==> src/logic/hdmiCodingPkg.sv <==
//////////////////////////////////////////////////
// symbol codes and the one fixed AVI infoframe packet
// pixel colors are 5 bits, expanded to 8 in the video path
//////////////////////////////////////////////////
package hdmiCodingPkg;
	typedef logic [9:0] tmdsSymbol;

	typedef struct packed {
		tmdsSymbol ch2; // red
		tmdsSymbol ch1; // green
		tmdsSymbol ch0; // blue
	} tmdsSymbols;

	typedef logic [3:0] nibble;

	typedef struct packed {
		nibble ch2;
		nibble ch1;
		nibble ch0;
	} islandNibbles;

	typedef struct packed {
		logic sha; // adds one more base step
		logic dak; // low bit of the 6-bit base
		logic [4:0] blue;
		logic [4:0] green;
		logic [4:0] red;
	} pixelWord;

	// indexed by the control pair {c1, c0}
	localparam logic [3:0][9:0] ctlCode = {
		10'b1010101011,
		10'b0101010100,
		10'b0010101011,
		10'b1101010100
	};

	localparam tmdsSymbol videoGuardCode = 10'b1011001100;
	localparam tmdsSymbol dataGuardCode = 10'b0100110011;

	//////////////////////////////////////////////////
	// AVI infoframe, version 2, RGB, no scan info
	localparam logic [23:0] aviHeader = 24'h0D0282;
	localparam logic [3:0][55:0] aviSubpacket = {
		56'h00000000000000,
		56'h00000000000000,
		56'h0501000005bf00,
		56'h0000010019107b // subpacket 0, checksum in the low byte
	};

	localparam logic [7:0] bchFeedback = 8'hC1; // x^8 + x^7 + x^6 + 1 taps
endpackage

==> src/logic/hdmiTimingPkg.sv <==
//////////////////////////////////////////////////
// raster geometry defaults suit 640x480 in a 768x528 frame
// island layout constants follow the HDMI data island format
//////////////////////////////////////////////////
package hdmiTimingPkg;
	typedef logic [9:0] coord; // pixel or line index

	typedef struct packed {
		coord column;
		coord row;
		logic hSync;
		logic vSync;
		logic drawArea;
	} rasterState;

	typedef struct packed {
		logic [3:0] preamble; // red pair in 3:2, green pair in 1:0
		logic videoGuard;
		logic dataGuard;
		logic island; // a packet bit is on the wire
		logic loadPacket; // one cycle, first leading guard column
		logic firstData;
		logic parity; // last four packet cycles
		logic headerParity; // packet cycles from 24 on
	} periodCtl;

	localparam int defaultDisplayWidth = 640;
	localparam int defaultDisplayHeight = 480;
	localparam int defaultFullWidth = 768;
	localparam int defaultFullHeight = 528;
	localparam int defaultHFrontPorch = 16;
	localparam int defaultHSync = 96;
	localparam int defaultVFrontPorch = 10;
	localparam int defaultVSync = 2;

	localparam int islandLead = 4; // columns after the front porch
	localparam int dataPreamble = 8;
	localparam int guardLength = 2;
	localparam int packetCycles = 32;
	localparam int headerDataCycles = 24;
	localparam int subpacketDataCycles = 28;
	localparam int videoPreamble = 8;
endpackage

==> src/logic/hdmiTxCore.sv <==
//////////////////////////////////////////////////
// pixel for column/row is expected in the same cycle
// symbols come out three pixclk later, no serializer here
//////////////////////////////////////////////////
`timescale 1ns/100ps

module hdmiTxCore #(
	parameter int displayWidth = hdmiTimingPkg::defaultDisplayWidth,
	parameter int displayHeight = hdmiTimingPkg::defaultDisplayHeight,
	parameter int fullWidth = hdmiTimingPkg::defaultFullWidth,
	parameter int fullHeight = hdmiTimingPkg::defaultFullHeight,
	parameter int hFrontPorch = hdmiTimingPkg::defaultHFrontPorch,
	parameter int hSyncWidth = hdmiTimingPkg::defaultHSync,
	parameter int vFrontPorch = hdmiTimingPkg::defaultVFrontPorch,
	parameter int vSyncWidth = hdmiTimingPkg::defaultVSync
) (
	input logic pixclk,
	input logic reset,
	input hdmiCodingPkg::pixelWord pixel,
	output hdmiTimingPkg::coord column,
	output hdmiTimingPkg::coord row,
	output hdmiCodingPkg::tmdsSymbols symbols
);
	hdmiTimingPkg::rasterState raster;
	hdmiTimingPkg::periodCtl ctl;
	hdmiCodingPkg::islandNibbles nibbles;
	hdmiCodingPkg::tmdsSymbols videoSymbols;

	rasterTiming #(.displayWidth(displayWidth), .displayHeight(displayHeight),
		.fullWidth(fullWidth), .fullHeight(fullHeight), .hFrontPorch(hFrontPorch),
		.hSyncWidth(hSyncWidth), .vFrontPorch(vFrontPorch), .vSyncWidth(vSyncWidth))
		timing (.pixclk, .reset, .raster, .column, .row);

	periodScheduler #(.fullWidth(fullWidth), .displayWidth(displayWidth),
		.hFrontPorch(hFrontPorch)) scheduler (.pixclk, .reset, .column, .ctl);

	packetBch packet (.pixclk, .reset, .ctl, .raster, .nibbles);

	videoChannels channels (.pixclk, .pixel, .raster, .ctl, .symbols(videoSymbols));

	symbolMux outMux (.pixclk, .ctl, .nibbles, .video(videoSymbols), .symbols);
endmodule

==> src/logic/packetBch.sv <==
//////////////////////////////////////////////////
// sends the same AVI infoframe in every island
// nibbles follow the registered ctl and raster in the same cycle
//////////////////////////////////////////////////
`timescale 1ns/100ps

module packetBch (
	input logic pixclk,
	input logic reset,
	input hdmiTimingPkg::periodCtl ctl,
	input hdmiTimingPkg::rasterState raster,
	output hdmiCodingPkg::islandNibbles nibbles
);
	logic [23:0] header; // shifts out lsb first
	logic [3:0][55:0] subpacket; // two bits per cycle each
	logic [7:0] headerBch;
	logic [3:0][7:0] subBch;
	logic headerBit;

	// one BCH step for a single data bit
	function automatic logic [7:0] bchStep(input logic [7:0] code, input logic dataBit);
		return {code[6:0], 1'b0} ^ ((code[7] ^ dataBit) ? hdmiCodingPkg::bchFeedback : 8'h00);
	endfunction

	//////////////////////////////////////////////////
	// packet registers and parity
	always_ff @(posedge pixclk) begin
		if (reset) begin
			headerBch <= '0;
			subBch <= '0;
		end else if (ctl.loadPacket) begin
			header <= hdmiCodingPkg::aviHeader;
			subpacket <= hdmiCodingPkg::aviSubpacket;
			headerBch <= '0;
			subBch <= '0;
		end else if (ctl.island) begin
			if (ctl.headerParity) begin
				headerBch <= {headerBch[6:0], 1'b0}; // parity shifts out top first
			end else begin
				headerBch <= bchStep(headerBch, header[0]);
				header <= {1'b0, header[23:1]};
			end
			for (int j = 0; j < 4; j++) begin
				if (ctl.parity) begin
					subBch[j] <= {subBch[j][5:0], 2'b00};
				end else begin
					subBch[j] <= bchStep(bchStep(subBch[j], subpacket[j][0]), subpacket[j][1]);
					subpacket[j] <= {2'b00, subpacket[j][55:2]};
				end
			end
		end
	end

	//////////////////////////////////////////////////
	// island nibbles
	always_comb begin
		headerBit = ctl.headerParity ? headerBch[7] : header[0];
		if (ctl.dataGuard)
			nibbles.ch0 = {2'b11, raster.vSync, raster.hSync};
		else
			nibbles.ch0 = {~ctl.firstData, headerBit, raster.vSync, raster.hSync};
		for (int j = 0; j < 4; j++) begin
			nibbles.ch1[j] = ctl.parity ? subBch[j][7] : subpacket[j][0]; // even bits
			nibbles.ch2[j] = ctl.parity ? subBch[j][6] : subpacket[j][1]; // odd bits
		end
	end
endmodule

==> src/logic/periodScheduler.sv <==
//////////////////////////////////////////////////
// one data island per line, placed after the front porch
//////////////////////////////////////////////////
`timescale 1ns/100ps

module periodScheduler #(
	parameter int fullWidth = hdmiTimingPkg::defaultFullWidth,
	parameter int displayWidth = hdmiTimingPkg::defaultDisplayWidth,
	parameter int hFrontPorch = hdmiTimingPkg::defaultHFrontPorch
) (
	input logic pixclk,
	input logic reset,
	input hdmiTimingPkg::coord column,
	output hdmiTimingPkg::periodCtl ctl
);
	localparam int islandStart = displayWidth + hFrontPorch + hdmiTimingPkg::islandLead;
	localparam int leadGuardStart = islandStart + hdmiTimingPkg::dataPreamble;
	localparam int packetStart = leadGuardStart + hdmiTimingPkg::guardLength;
	localparam int trailGuardStart = packetStart + hdmiTimingPkg::packetCycles;
	localparam int islandEnd = trailGuardStart + hdmiTimingPkg::guardLength;
	localparam int videoGuardStart = fullWidth - hdmiTimingPkg::guardLength;
	localparam int videoPreStart = videoGuardStart - hdmiTimingPkg::videoPreamble;

	logic [3:0] preamble;
	logic videoGuard;
	logic dataGuard;
	logic island;
	logic loadPacket;
	logic [4:0] packetCount; // packet cycle k

	always_ff @(posedge pixclk) begin
		if (reset) begin
			preamble <= '0;
			videoGuard <= 1'b0;
			dataGuard <= 1'b0;
			island <= 1'b0;
			loadPacket <= 1'b0;
			packetCount <= '0;
		end else begin
			if (column >= islandStart && column < leadGuardStart)
				preamble <= 4'b0101; // data island preamble
			else if (column >= videoPreStart && column < videoGuardStart)
				preamble <= 4'b0001; // video preamble
			else
				preamble <= 4'b0000;
			videoGuard <= column >= videoGuardStart;
			dataGuard <= (column >= leadGuardStart && column < packetStart)
				|| (column >= trailGuardStart && column < islandEnd);
			island <= column >= packetStart && column < trailGuardStart;
			loadPacket <= column == leadGuardStart;
			packetCount <= island ? packetCount + 5'd1 : 5'd0; // wraps to 0 after cycle 31
		end
	end

	always_comb begin
		ctl.preamble = preamble;
		ctl.videoGuard = videoGuard;
		ctl.dataGuard = dataGuard;
		ctl.island = island;
		ctl.loadPacket = loadPacket;
		ctl.firstData = island && packetCount == 5'd0;
		ctl.parity = island && packetCount >= 5'(hdmiTimingPkg::subpacketDataCycles);
		ctl.headerParity = island && packetCount >= 5'(hdmiTimingPkg::headerDataCycles);
	end
endmodule

==> src/logic/rasterTiming.sv <==
//////////////////////////////////////////////////
// flags lag the raw counters by one pixclk
//////////////////////////////////////////////////
`timescale 1ns/100ps

module rasterTiming #(
	parameter int displayWidth = hdmiTimingPkg::defaultDisplayWidth,
	parameter int displayHeight = hdmiTimingPkg::defaultDisplayHeight,
	parameter int fullWidth = hdmiTimingPkg::defaultFullWidth,
	parameter int fullHeight = hdmiTimingPkg::defaultFullHeight,
	parameter int hFrontPorch = hdmiTimingPkg::defaultHFrontPorch,
	parameter int hSyncWidth = hdmiTimingPkg::defaultHSync,
	parameter int vFrontPorch = hdmiTimingPkg::defaultVFrontPorch,
	parameter int vSyncWidth = hdmiTimingPkg::defaultVSync
) (
	input logic pixclk,
	input logic reset,
	output hdmiTimingPkg::rasterState raster,
	output hdmiTimingPkg::coord column,
	output hdmiTimingPkg::coord row
);
	localparam int hSyncStart = displayWidth + hFrontPorch;
	localparam int vSyncStart = displayHeight + vFrontPorch;

	always_ff @(posedge pixclk) begin
		if (reset) begin
			column <= '0;
			row <= '0;
			raster <= '0;
		end else begin
			column <= (column == hdmiTimingPkg::coord'(fullWidth - 1)) ? '0 : column + 1'b1;
			if (column == hdmiTimingPkg::coord'(fullWidth - 1)) begin // end of line
				row <= (row == hdmiTimingPkg::coord'(fullHeight - 1)) ? '0 : row + 1'b1;
			end
			raster.column <= column;
			raster.row <= row;
			raster.hSync <= (column >= hSyncStart) && (column < hSyncStart + hSyncWidth);
			raster.vSync <= (row >= vSyncStart) && (row < vSyncStart + vSyncWidth);
			raster.drawArea <= (column < displayWidth) && (row < displayHeight);
		end
	end
endmodule

==> src/logic/symbolMux.sv <==
//////////////////////////////////////////////////
// output symbols are registered, one per channel
//////////////////////////////////////////////////
`timescale 1ns/100ps

module symbolMux (
	input logic pixclk,
	input hdmiTimingPkg::periodCtl ctl,
	input hdmiCodingPkg::islandNibbles nibbles,
	input hdmiCodingPkg::tmdsSymbols video,
	output hdmiCodingPkg::tmdsSymbols symbols
);
	logic islandDly; // flags aligned to encoder outputs
	logic dataGuardDly;
	logic videoGuardDly;
	hdmiCodingPkg::tmdsSymbol terc2;
	hdmiCodingPkg::tmdsSymbol terc1;
	hdmiCodingPkg::tmdsSymbol terc0;

	terc4Encoder ch2Terc (.pixclk, .data(nibbles.ch2), .symbol(terc2));
	terc4Encoder ch1Terc (.pixclk, .data(nibbles.ch1), .symbol(terc1));
	terc4Encoder ch0Terc (.pixclk, .data(nibbles.ch0), .symbol(terc0));

	always_ff @(posedge pixclk) begin
		islandDly <= ctl.island;
		dataGuardDly <= ctl.dataGuard;
		videoGuardDly <= ctl.videoGuard;
	end

	always_ff @(posedge pixclk) begin
		symbols.ch2 <= videoGuardDly ? hdmiCodingPkg::videoGuardCode
			: dataGuardDly ? hdmiCodingPkg::dataGuardCode
			: islandDly ? terc2 : video.ch2;
		symbols.ch1 <= (videoGuardDly || dataGuardDly) ? hdmiCodingPkg::dataGuardCode
			: islandDly ? terc1 : video.ch1;
		symbols.ch0 <= videoGuardDly ? hdmiCodingPkg::videoGuardCode
			: (dataGuardDly || islandDly) ? terc0 : video.ch0; // guard keeps sync on ch0
	end
endmodule

==> src/logic/terc4Encoder.sv <==
//////////////////////////////////////////////////
// one cycle from nibble to symbol
//////////////////////////////////////////////////
`timescale 1ns/100ps

module terc4Encoder (
	input logic pixclk,
	input hdmiCodingPkg::nibble data,
	output hdmiCodingPkg::tmdsSymbol symbol
);
	always_ff @(posedge pixclk) begin
		case (data)
			4'h0: symbol <= 10'b1010011100;
			4'h1: symbol <= 10'b1001100011;
			4'h2: symbol <= 10'b1011100100;
			4'h3: symbol <= 10'b1011100010;
			4'h4: symbol <= 10'b0101110001;
			4'h5: symbol <= 10'b0100011110;
			4'h6: symbol <= 10'b0110001110;
			4'h7: symbol <= 10'b0100111100;
			4'h8: symbol <= 10'b1011001100;
			4'h9: symbol <= 10'b0100111001;
			4'hA: symbol <= 10'b0110011100;
			4'hB: symbol <= 10'b1011000110;
			4'hC: symbol <= 10'b1010001110;
			4'hD: symbol <= 10'b1001110001;
			4'hE: symbol <= 10'b0101100011;
			default: symbol <= 10'b1011000011;
		endcase
	end
endmodule

==> src/logic/tmdsEncoder.sv <==
//////////////////////////////////////////////////
// disparity restarts from 0 at each active line
//////////////////////////////////////////////////
`timescale 1ns/100ps

module tmdsEncoder (
	input logic pixclk,
	input logic [7:0] videoData,
	input logic [1:0] ctlData,
	input logic videoEnable,
	output hdmiCodingPkg::tmdsSymbol symbol
);
	logic [3:0] ones;
	logic useXnor;
	logic [8:0] qm; // transition minimized word
	logic [3:0] balance; // ones minus zeros, halved
	logic [3:0] disparity;
	logic sameSign;
	logic evenCase;
	logic invert;
	logic [3:0] step;
	logic [3:0] nextDisparity;

	always_comb begin
		ones = 4'($countones(videoData));
		useXnor = (ones > 4'd4) || (ones == 4'd4 && !videoData[0]);
		qm[0] = videoData[0];
		for (int i = 1; i < 8; i++)
			qm[i] = qm[i - 1] ^ videoData[i] ^ useXnor;
		qm[8] = ~useXnor;
		balance = 4'($countones(qm[7:0])) - 4'd4;
		sameSign = balance[3] == disparity[3];
		evenCase = (balance == 4'd0) || (disparity == 4'd0);
		invert = evenCase ? ~qm[8] : sameSign;
		step = balance - {3'b000, (qm[8] ^ ~sameSign) & ~evenCase};
		nextDisparity = invert ? disparity - step : disparity + step;
	end

	always_ff @(posedge pixclk) begin
		symbol <= videoEnable ? {invert, qm[8], qm[7:0] ^ {8{invert}}}
			: hdmiCodingPkg::ctlCode[ctlData];
		disparity <= videoEnable ? nextDisparity : 4'd0;
	end
endmodule

==> src/logic/videoChannels.sv <==
//////////////////////////////////////////////////
// expanded colors span 0 to 252
//////////////////////////////////////////////////
`timescale 1ns/100ps

module videoChannels (
	input logic pixclk,
	input hdmiCodingPkg::pixelWord pixel,
	input hdmiTimingPkg::rasterState raster,
	input hdmiTimingPkg::periodCtl ctl,
	output hdmiCodingPkg::tmdsSymbols symbols
);
	logic [7:0] red;
	logic [7:0] green;
	logic [7:0] blue;
	hdmiCodingPkg::tmdsSymbol redSymbol;
	hdmiCodingPkg::tmdsSymbol greenSymbol;
	hdmiCodingPkg::tmdsSymbol blueSymbol;

	// base is color*2 + dak, then base*3, plus base once more with sha
	function automatic logic [7:0] expand(input logic [4:0] color, input logic dak,
			input logic sha);
		logic [7:0] base;
		base = {2'b00, color, dak};
		return base * 8'd3 + (sha ? base : 8'd0);
	endfunction

	always_ff @(posedge pixclk) begin // lines up with the raster flags
		red <= expand(pixel.red, pixel.dak, pixel.sha);
		green <= expand(pixel.green, pixel.dak, pixel.sha);
		blue <= expand(pixel.blue, pixel.dak, pixel.sha);
	end

	tmdsEncoder redEncoder (.pixclk, .videoData(red), .ctlData(ctl.preamble[3:2]),
		.videoEnable(raster.drawArea), .symbol(redSymbol));
	tmdsEncoder greenEncoder (.pixclk, .videoData(green), .ctlData(ctl.preamble[1:0]),
		.videoEnable(raster.drawArea), .symbol(greenSymbol));
	tmdsEncoder blueEncoder (.pixclk, .videoData(blue), .ctlData({raster.vSync, raster.hSync}),
		.videoEnable(raster.drawArea), .symbol(blueSymbol));

	assign symbols = {redSymbol, greenSymbol, blueSymbol};
endmodule

==> config.mk <==
export PLATFORM = sky130hd
export DESIGN_NAME = hdmiTxCore
export DESIGN_NICKNAME = d
export VERILOG_FILES = /design/src/logic/hdmiCodingPkg.sv /design/src/logic/hdmiTimingPkg.sv /design/src/logic/hdmiTxCore.sv /design/src/logic/packetBch.sv /design/src/logic/periodScheduler.sv /design/src/logic/rasterTiming.sv /design/src/logic/symbolMux.sv /design/src/logic/terc4Encoder.sv /design/src/logic/tmdsEncoder.sv /design/src/logic/videoChannels.sv
export SDC_FILE = /design/constraint.sdc
export NUM_CORES = 1
export LEC_CHECK = 0
export BUFFER_PORTS_ARGS = -buffer_cell sky130_fd_sc_hd__buf_2
export CORE_MARGIN = 1.5
export CORE_UTILIZATION = 40
export CTS_BUF_LIST = sky130_fd_sc_hd__clkbuf_16
export DETAILED_ROUTE_END_ITERATION = 7
export HOLD_SLACK_MARGIN = 0.03
export PLACE_DENSITY = 0.64
export SYNTH_ARGS = -nofsm -noshare
export SYNTH_HDL_FRONTEND = slang
export SYNTH_SLANG_ARGS = --single-unit
==> constraint.sdc <==
create_clock -name pixclk -period 7.72 [get_ports pixclk]
set_input_delay 1.544 -clock pixclk [delete_from_list [all_inputs] [get_ports pixclk]]
set_output_delay 1.544 -clock pixclk [all_outputs]
set_load 0.02 [all_outputs]
==> results by group, run 1 <==
Status
  • Status: finished, violations left
  • Failing checks: negative setup slack

Clock network
  • # hold bufs at CTS: 0
  • Total CTS buffers: 30
  • CTS Sinks: 273
  • CTS tree: done
  • Worst-path clk slew: 0.06 ns
  • Max Buffers Root-to-Sink: 3
  • Worst-Skew Late Latency: 0.55 ns
  • Clock Tree Root: clkbuf_16
  • H-tree depth: 1

Timing
  • RSZ-0062 raised after global routing: true
  • Setup Skew: 0.0136 ns
  • Worst-Margin Slew: 0.952 ns
  • Slew margin rel.: 36.3%
  • Tmin final: 7.87 ns
  • Setup_tns: -0.212 ns
  • Count of final setup violators: 2
  • Fmax: 127 MHz
  • Fin. max-slew vios: 0
  • Setup WS post-layout: -0.148 ns
  • Final hold violation count: 0
  • Final period utilization: 102%
  • WHS: 0.325 ns

Detailed routing
  • Post-route ant nets: 0
  • Via-to-Cell Ratio: 4.88
  • Routed WL: 27800 um
  • Mean routed wirelength per cell: 14.2 um
  • DRC: 0
  • Drt first pass iters: 4
  • Iter 0 DRT Violations: 397
  • Vias: 9554

Synthesis
  • Seq cells post-synth: 273
  • Synth unique cells: 70
  • Synth top area share: 28.8%
  • Async SR Flop Fraction: 0%
  • Mapped cell area: 14000 um^2
  • Ys Warns: 0
  • Sequential area share after synthesis: 44.2%
  • Post-synth top area cell: dfxtp_1
  • Mapped Cells: 1390
  • Top post-synthesis cells by area: dfxtp_1 (29%), edfxtp_1 (15%), ha_1 (7.0%)
  • Post-synth EDFFs: 72
  • Primary FF master, synth: dfxtp_1
  • Syn Nets: 1532
  • Syn_area_per_cell: 10.1 um^2

Setup path
  • Crit-path max cell delay: 0.51 ns
  • Crit Path Class: reg -> reg
  • Cell mode on critical path: fa_1
  • R2R Setup Slk: -0.15 ns
  • CP delay by family, top: adder cells
  • Setup crit end kind: register
  • R2R Path Start: channels.red[1]
  • Critical Path Start Type: register
  • CP max stage cell: fa_1
  • Worst reg2reg path endpoint: channels.redEncoder.disparity[3]
  • Worst path arrival time: 8.27 ns
  • CP bufs+invs: 3
  • Max FO, Critical Path: 3
  • Register-to-Register Path Depth: 30
  • WP data required: 8.12 ns

Layout
  • ANT cells: 0
  • Most frequent cells in the layout: dfxtp_1 (194), nor2_1 (130), xnor2_1 (85)
  • Post-Layout Inst Area: 16400 um^2
  • Share of layout cells above drive strength 1: 19.2%
  • Final nets: 1624
  • Fill cells: 3189
  • Most common cell after layout, fill and taps aside: dfxtp_1
  • Area delta synth->final: 17.0%

Worst hold path
  • Hold path depth: 0
  • Worst Hold Endpoint: outMux.videoGuardDly
  • Min-Delay Path Class: reg -> reg
  • Hold path start: scheduler.videoGuard

Floorplan
  • Die height: 190 um
  • I/O pin count: 69
  • Core box area: 34500 um^2
  • Die Width: 190 um
  • Die area: 36100 um^2
  • Initial Utilization: 40.6%
  • Row Count: 68

Placement
  • Hpwl dp: 19200 um
  • Placed cell areas: 14900 um^2
  • GP Congestion: 0.809
  • PortBufs: 68

GRT
  • Initial antenna violation count: 1
  • Total global-route track usage: 15.4%
  • GR Overflow Total: 0
  • Largest net degree at the start of global routing: 59
  • Global-route wire length before repair: 46200 um
  • Vias in the first global route: 9541

Flow run
  • Max-cap violations: 0
cell families (layout without fill, tap and decap cells):
group | after synthesis | in the layout | share of synthesized area, %
flip-flops | 273 | 273 | 44.2
XOR/XNOR | 144 | 144 | 9.08
buffers and inverters | 160 | 273 | 4.49
adder cells (fa/ha/maj) | 123 | 123 | 13.4
AND/OR/NAND/NOR | 410 | 410 | 14.7
multiplexers | 51 | 51 | 3.69
AO/OA/AOI/OAI | 229 | 229 | 10.3
synth_stat cells, types with 5 or more instances:
cell type,number
nand2b_1,5
inv_1,87
and3_1,5
mux2i_1,47
a31oi_1,8
a211oi_1,13
xor2_1,44
a21oi_1,89
nor2_1,135
o21ai_0,30
nand3b_1,7
nor2b_1,63
a21o_1,23
nand4_1,7
or2_2,29
dfxtp_1,201
ha_1,78
edfxtp_1,72
buf_2,6
xnor2_1,99
nand3_1,24
nor3_1,18
and2_1,25
o21bai_1,14
buf_1,5
fa_1,45
nand2_1,69
o22ai_1,9
o21a_1,8
clkbuf_1,56
per-stage QoR:
| step | util [%] | instances | worst slack, ns |
|---|---|---|---|
| 2_1_floorplan | - | 1390 | 0.0224 |
| 3_3_place_gp | 43.4 | 1880 | 0.0212 |
| 3_5_place_dp | 43.4 | 1880 | -0.207 |
| 4_1_cts | 46.6 | 1946 | -0.0433 |
| 5_1_grt | 47.5 | 1958 | -0.451 |
| 6_report | 47.5 | 1958 | -0.148 |
registers in the layout, summed over array words and instances, names as in the netlist, 2 cells and up:
name and flops:
packet.subpacket 52, packet.subBch 32, outMux.symbols 30, packet.header 20, channels.blueEncoder.symbol 10, channels.greenEncoder.symbol 10
channels.redEncoder.symbol 10, outMux.ch0Terc.symbol 10, outMux.ch1Terc.symbol 10, outMux.ch2Terc.symbol 10, timing.column 10, timing.row 10
channels.red 8, packet.headerBch 8, channels.blue 7, channels.green 7, scheduler.packetCount 5, channels.blueEncoder.disparity 4
channels.greenEncoder.disparity 4, channels.redEncoder.disparity 4, timing.raster 3, scheduler.preamble 2
repair_timing:
action / in CTS / in global routing
buffers inserted: 13 / 12
cloned: 0 / 0
resized for setup: 29 / 46
endpoints found under the setup margin: 2 / 6
pin swaps: 32 / 51
worst max path at each step:
stage | to | from | cells after the start
after detailed placement | channels.redEncoder.disparity[3] | channels.red[0] | 31
after global placement | channels.greenEncoder.disparity[3] | channels.red[0] | 30
after floorplan | channels.redEncoder.disparity[3] | channels.red[0] | 32
after global routing | channels.redEncoder.disparity[3] | channels.red[1] | 30
after CTS | channels.redEncoder.disparity[3] | channels.red[0] | 30
final | channels.redEncoder.disparity[3] | channels.red[1] | 30
area by class of cell:
type,instances,area [um^2],area share [%]
clock buffer,31,776,4.74
clock inverter,22,124,0.757
inverter,89,339,2.07
multi-input combinational,957,7520,46.0
sequential,273,6200,37.9
tap,455,569,3.48
timing repair buffer,131,828,5.06
routing by layer:
layer / share of wire (%) / GRT usage (%)
met5: 0 / 0
met1: 48 / 21.1
met4: 2.1 / 4.06
met2: 46 / 25.4
met3: 3.6 / 2.16
Power of run 1 is left out: the tool's default activity adds up to more than one toggle a clock period on the data nets, which glitch-free logic cannot reach.
==> inputs of run 2 (changes only) <==
--- a/config.mk
+++ b/config.mk
@@ -11,7 +11,7 @@
 export CTS_BUF_LIST = sky130_fd_sc_hd__clkbuf_16
 export DETAILED_ROUTE_END_ITERATION = 7
 export HOLD_SLACK_MARGIN = 0.03
-export PLACE_DENSITY = 0.64
+export PLACE_DENSITY = 0.62
 export SYNTH_ARGS = -nofsm -noshare
 export SYNTH_HDL_FRONTEND = slang
 export SYNTH_SLANG_ARGS = --single-unit
==> constraint.sdc (replaced) <==
create_clock -name pixclk -period 8.7 [get_ports pixclk]
set_input_delay 1.74 -clock pixclk [delete_from_list [all_inputs] [get_ports pixclk]]
set_output_delay 1.74 -clock pixclk [all_outputs]
set_load 0.02 [all_outputs]
==> run 2 against run 1 <==
The run now ends clean. Sequential share of layout area is 1.6 points higher. Die area is the same. Critical path depth grew 1. Largest cell class unchanged. Highest routed layer unchanged.
==> results by group, run 2 (synthesis gave the netlist of run 1 again) <==
Status
  • Status: finished clean

Layout
  • Largest Register: packet.subpacket
  • Most common cell after layout, fill and taps aside: dfxtp_1
  • Share of layout cells above drive strength 1: 12.8%
  • Fill cells: 3331
  • Final nets: 1576
  • Area delta synth->final: 12.3%
  • ANT cells: 0
  • Biggest regs: packet.subpacket (52), packet.subBch (32), outMux.symbols (30)
  • Area of the multi-input gates: 7210 um^2
  • Most frequent cells in the layout: dfxtp_1 (198), nor2_1 (134), xnor2_1 (99)
  • FF+latch area: 6190 um^2
  • Largest register FFs: 52

GRT
  • Total global-route track usage: 14.9%
  • Global-route wire length before repair: 44700 um
  • Vias in the first global route: 9077
  • Largest net degree at the start of global routing: 75
  • GR Overflow Total: 0
  • Initial antenna violation count: 0

Setup path
  • Crit-path max cell delay: 0.53 ns
  • Max FO, Critical Path: 4
  • Critical Path Start Type: register
  • Setup crit end kind: register
  • Worst reg2reg path endpoint: channels.redEncoder.disparity[3]
  • R2R Path Start: channels.red[0]
  • Cell mode on critical path: fa_1
  • R2R Setup Slk: 0.43 ns
  • WP data required: 9.11 ns
  • CP max stage cell: fa_1
  • Crit Path Class: reg -> reg
  • Register-to-Register Path Depth: 31
  • Worst path arrival time: 8.68 ns

Clock network
  • Clock Tree Root: clkbuf_16
  • CTS Sinks: 273
  • Worst-path clk slew: 0.06 ns
  • Worst-Skew Late Latency: 0.54 ns
  • CTS tree: done
  • H-tree depth: 1
  • Total CTS buffers: 29
  • Max Buffers Root-to-Sink: 3
  • # hold bufs at CTS: 0

Floorplan
  • Die height: 190 um
  • Row Count: 68
  • Core box area: 34500 um^2
  • Die Width: 190 um
  • Die area: 36100 um^2
  • I/O pin count: 69
  • Initial Utilization: 40.6%

Timing
  • Final period utilization: 95.0%
  • Tmin final: 8.27 ns
  • Fmax: 121 MHz
  • Slew margin rel.: 39.9%
  • RSZ-0062 raised after global routing: false
  • Final hold violation count: 0
  • Fin. max-slew vios: 0
  • WHS: 0.325 ns
  • Worst-Margin Slew: 0.899 ns
  • Setup Skew: 0.0130 ns
  • Count of final setup violators: 0
  • Setup_tns: 0 ns

Worst hold path
  • Worst Hold Endpoint: outMux.videoGuardDly
  • Hold path depth: 0
  • Min-Delay Path Class: reg -> reg
  • Hold path start: scheduler.videoGuard

Placement
  • Hpwl dp: 18800 um
  • GP Congestion: 0.844
  • PortBufs: 68

Detailed routing
  • Iter 0 DRT Violations: 520
  • Post-route ant nets: 0
  • Via-to-Cell Ratio: 4.89
  • DRC: 0
  • Mean routed wirelength per cell: 13.9 um
  • Routed WL: 26600 um
  • Drt first pass iters: 4
  • Vias: 9341

Flow run
  • Max-cap violations: 0
[run 2: layout make-up]
type	count	area share (%)
multi-input combinational	957	46.0
sequential	273	39.4
clock buffer	29	4.62
tap	455	3.63
timing repair buffer	84	2.93
inverter	89	2.13
clock inverter	24	1.28
[run 2: routing by layer]
metal  global-route usage [%]  share of wire, %  vias up
li1                         -                 -     4745
met1                     21.1                49     4408
met2                     23.4                44      147
met3                     2.42               3.9       41
met4                     4.24               2.5        0
met5                        0                 0        -
[run 2: worst max-delay path by stage]
stage | from | endpoint | slack, ns | depth (start not counted)
2_1_floorplan | channels.red[0] | channels.redEncoder.disparity[3] | 0.44 | 32
6_report | channels.red[0] | channels.redEncoder.disparity[3] | 0.43 | 31
5_1_grt | channels.red[0] | channels.redEncoder.disparity[3] | 0.005 | 31
3_3_place_gp | channels.red[0] | channels.greenEncoder.disparity[3] | 0.34 | 31
4_1_cts | channels.red[0] | channels.greenEncoder.disparity[3] | 0.06 | 31
3_5_place_dp | channels.red[0] | channels.greenEncoder.disparity[3] | 0.10 | 31
[run 2: worst max-delay path, delay by kind of cell (launching register included)]
kind                       cells  cell delay (ns)
AOI/OAI and AO/OA              5             0.84
xor gates and xnor gates       5             0.76
and+or+nand+nor                6             1.42
DFF                            1             0.35
adders and majority gates     11             4.44
buffers and inverters          4             0.32
[run 2: through the flow]
| step | std cells | instance area, um^2 | utilization, % | setup WS, ns |
|---|---|---|---|---|
| 4_1_cts | 1907 | 15600 | 45.3 | 0.0618 |
| 6_report | 1911 | 15700 | 45.5 | 0.431 |
| 3_5_place_dp | 1854 | 14700 | 42.6 | 0.104 |
| 5_1_grt | 1911 | 15700 | 45.5 | 0.00469 |
| 3_3_place_gp | 1854 | 14700 | 42.6 | 0.342 |
| 2_1_floorplan | 1390 | 14000 | - | 0.443 |
[run 2: timing repair]
action | in CTS | in global routing
resized for setup | 0 | 15
buffers inserted | 0 | 4
setup endpoints to repair | 0 | 3
Power of run 2 is left out for the same reason.
==> inputs of run 3 (changes only) <==
--- a/config.mk
+++ b/config.mk
@@ -6,7 +6,6 @@
 export NUM_CORES = 1
 export LEC_CHECK = 0
 export BUFFER_PORTS_ARGS = -buffer_cell sky130_fd_sc_hd__buf_2
-export CORE_MARGIN = 1.5
 export CORE_UTILIZATION = 40
 export CTS_BUF_LIST = sky130_fd_sc_hd__clkbuf_16
 export DETAILED_ROUTE_END_ITERATION = 7
==> run 3 against run 2 <==
Sequential share of layout area is 0.13 points lower. Via count increased by 0.75%. Clock skew up 0.0065 ns. Sequential cell count unchanged. Hold slack better by 0.0011 ns. Global-route usage shrank 0.20 points. Utilization is 0.15 points higher. Worst setup slack lost 0.054 ns. Critical path depth unchanged. First-iteration DRC count decreased by 11%. Highest routed layer unchanged.
==> results by group, run 3 (synthesis gave the netlist of run 1 again) <==
Detailed routing
  • DRC: 0
  • Drt first pass iters: 5
  • Via-to-Cell Ratio: 4.91
  • Post-route ant nets: 0
  • Mean routed wirelength per cell: 13.8 um
  • Iter 0 DRT Violations: 464
  • Routed WL: 26400 um
  • Vias: 9411

Floorplan
  • Row Count: 68
  • I/O pin count: 69
  • Initial Utilization: 40.6%
  • Die area: 35700 um^2
  • Core box area: 34500 um^2
  • Die height: 189 um
  • Die Width: 189 um

Clock network
  • Max Buffers Root-to-Sink: 3
  • CTS tree: done
  • Total CTS buffers: 30
  • Worst-path clk slew: 0.06 ns
  • Clock Tree Root: clkbuf_16
  • CTS Sinks: 273
  • Worst-Skew Late Latency: 0.55 ns
  • H-tree depth: 1

GRT
  • GR Overflow Total: 0
  • Global-route wire length before repair: 43900 um
  • Largest net degree at the start of global routing: 76
  • Total global-route track usage: 14.7%
  • Initial antenna violation count: 1
  • Vias in the first global route: 8963

Layout
  • ANT cells: 0
  • Most common cell after layout, fill and taps aside: dfxtp_1
  • Largest register FFs: 52
  • Largest Register: packet.subpacket
  • Biggest regs: packet.subpacket (52), packet.subBch (32), outMux.symbols (30)
  • Area delta synth->final: 12.6%
  • Most frequent cells in the layout: dfxtp_1 (198), nor2_1 (134), xnor2_1 (99)
  • Share of layout cells above drive strength 1: 12.5%
  • Final nets: 1578
  • Post-route insts no fill: 1915

Placement
  • GP Congestion: 0.829
  • PortBufs: 68
  • Placed cell count: 1854
  • Hpwl dp: 18600 um

Timing
  • Fin. max-slew vios: 0
  • Tmin final: 8.32 ns
  • Slew margin rel.: 38.7%
  • Setup Skew: 0.0195 ns
  • Fmax: 120 MHz
  • Count of final setup violators: 0
  • Final period utilization: 95.7%
  • Worst-Margin Slew: 0.916 ns
  • Final hold violation count: 0
  • RSZ-0062 raised after global routing: true

Setup path
  • Crit-path max cell delay: 0.53 ns
  • WP data required: 9.12 ns
  • CP max stage cell: fa_1
  • CP bufs+invs: 4
  • Critical Path Start Type: register
  • Crit Path Class: reg -> reg
  • Cell mode on critical path: fa_1
  • Setup crit end kind: register
  • Worst path arrival time: 8.75 ns
  • CP delay by family, top: adder cells
  • Max FO, Critical Path: 6

Flow run
  • Max-cap violations: 0

Worst hold path
  • Min-Delay Path Class: reg -> reg

Status
  • Status: finished clean
[run 3: cell types whose count changed in the layout (fill, tap and decap cells not counted), moves of 2 or more]
cell and change:
ha_2 -2, inv_6 -2, clkinv_4 -2, ha_1 +2, clkinv_2 +3, a21oi_1 +3
a21oi_2 -3, inv_1 +2
[run 3: final cells by class]
cell class              count  area [um^2]
clock buffers              30          751
clock inverters            26          231
fillers                  3204        18700
inverters                  89          334
multi-input cells         957         7200
flip-flops and latches    273         6190
well taps                 455          569
repair buffers             85          468
[run 3: final timing paths]
| kind | from | end | slack (ns) | cells after the start |
|---|---|---|---|---|
| setup / recovery | channels.red[0] | channels.greenEncoder.disparity[3] | 0.38 | 31 |
| setup reg to reg | channels.red[0] | channels.greenEncoder.disparity[3] | 0.38 | 31 |
| hold reg to reg | scheduler.videoGuard | outMux.videoGuardDly | 0.33 | 0 |
| hold / removal | scheduler.videoGuard | outMux.videoGuardDly | 0.33 | 0 |
[run 3: timing repair]
item,4_1_cts,5_1_grt
endpoints found under the setup margin,0,3
resized for setup,0,8
hold buffers,0,0
setup buffers,0,5
[run 3: routing by layer]
metal	vias to the layer above	part of all wire, %	GRT usage, %
li1	4753	-	-
met1	4465	49	20.6
met2	153	45	23.6
met3	40	3.8	2.37
met4	0	2.0	3.69
met5	-	0	0
[run 3: worst register-to-register path: cells and delay by family, from the launching register on]
family	cells	cell delay, ns
compound gates	5	0.90
xor+xnor	6	1.07
fa+ha+maj	10	4.13
buf+inv	4	0.32
flops	1	0.35
simple gates	6	1.41
[run 3: metrics by stage]
step / hold WS (ns) / setup slack (ns) / setup TNS [ns] / instance area, um^2 / util, %
after floorplan: 0.310 / 0.443 / 0 / 14000 / -
after global placement: 0.313 / 0.328 / 0 / 14700 / 42.6
after global routing: 0.328 / -0.0777 / -0.142 / 15700 / 45.7
after detailed placement: 0.312 / 0.102 / 0 / 14700 / 42.6
final: 0.326 / 0.377 / 0 / 15700 / 45.7
after CTS: 0.326 / 0.0839 / 0 / 15700 / 45.5
Power of run 3 is left out for the same reason.
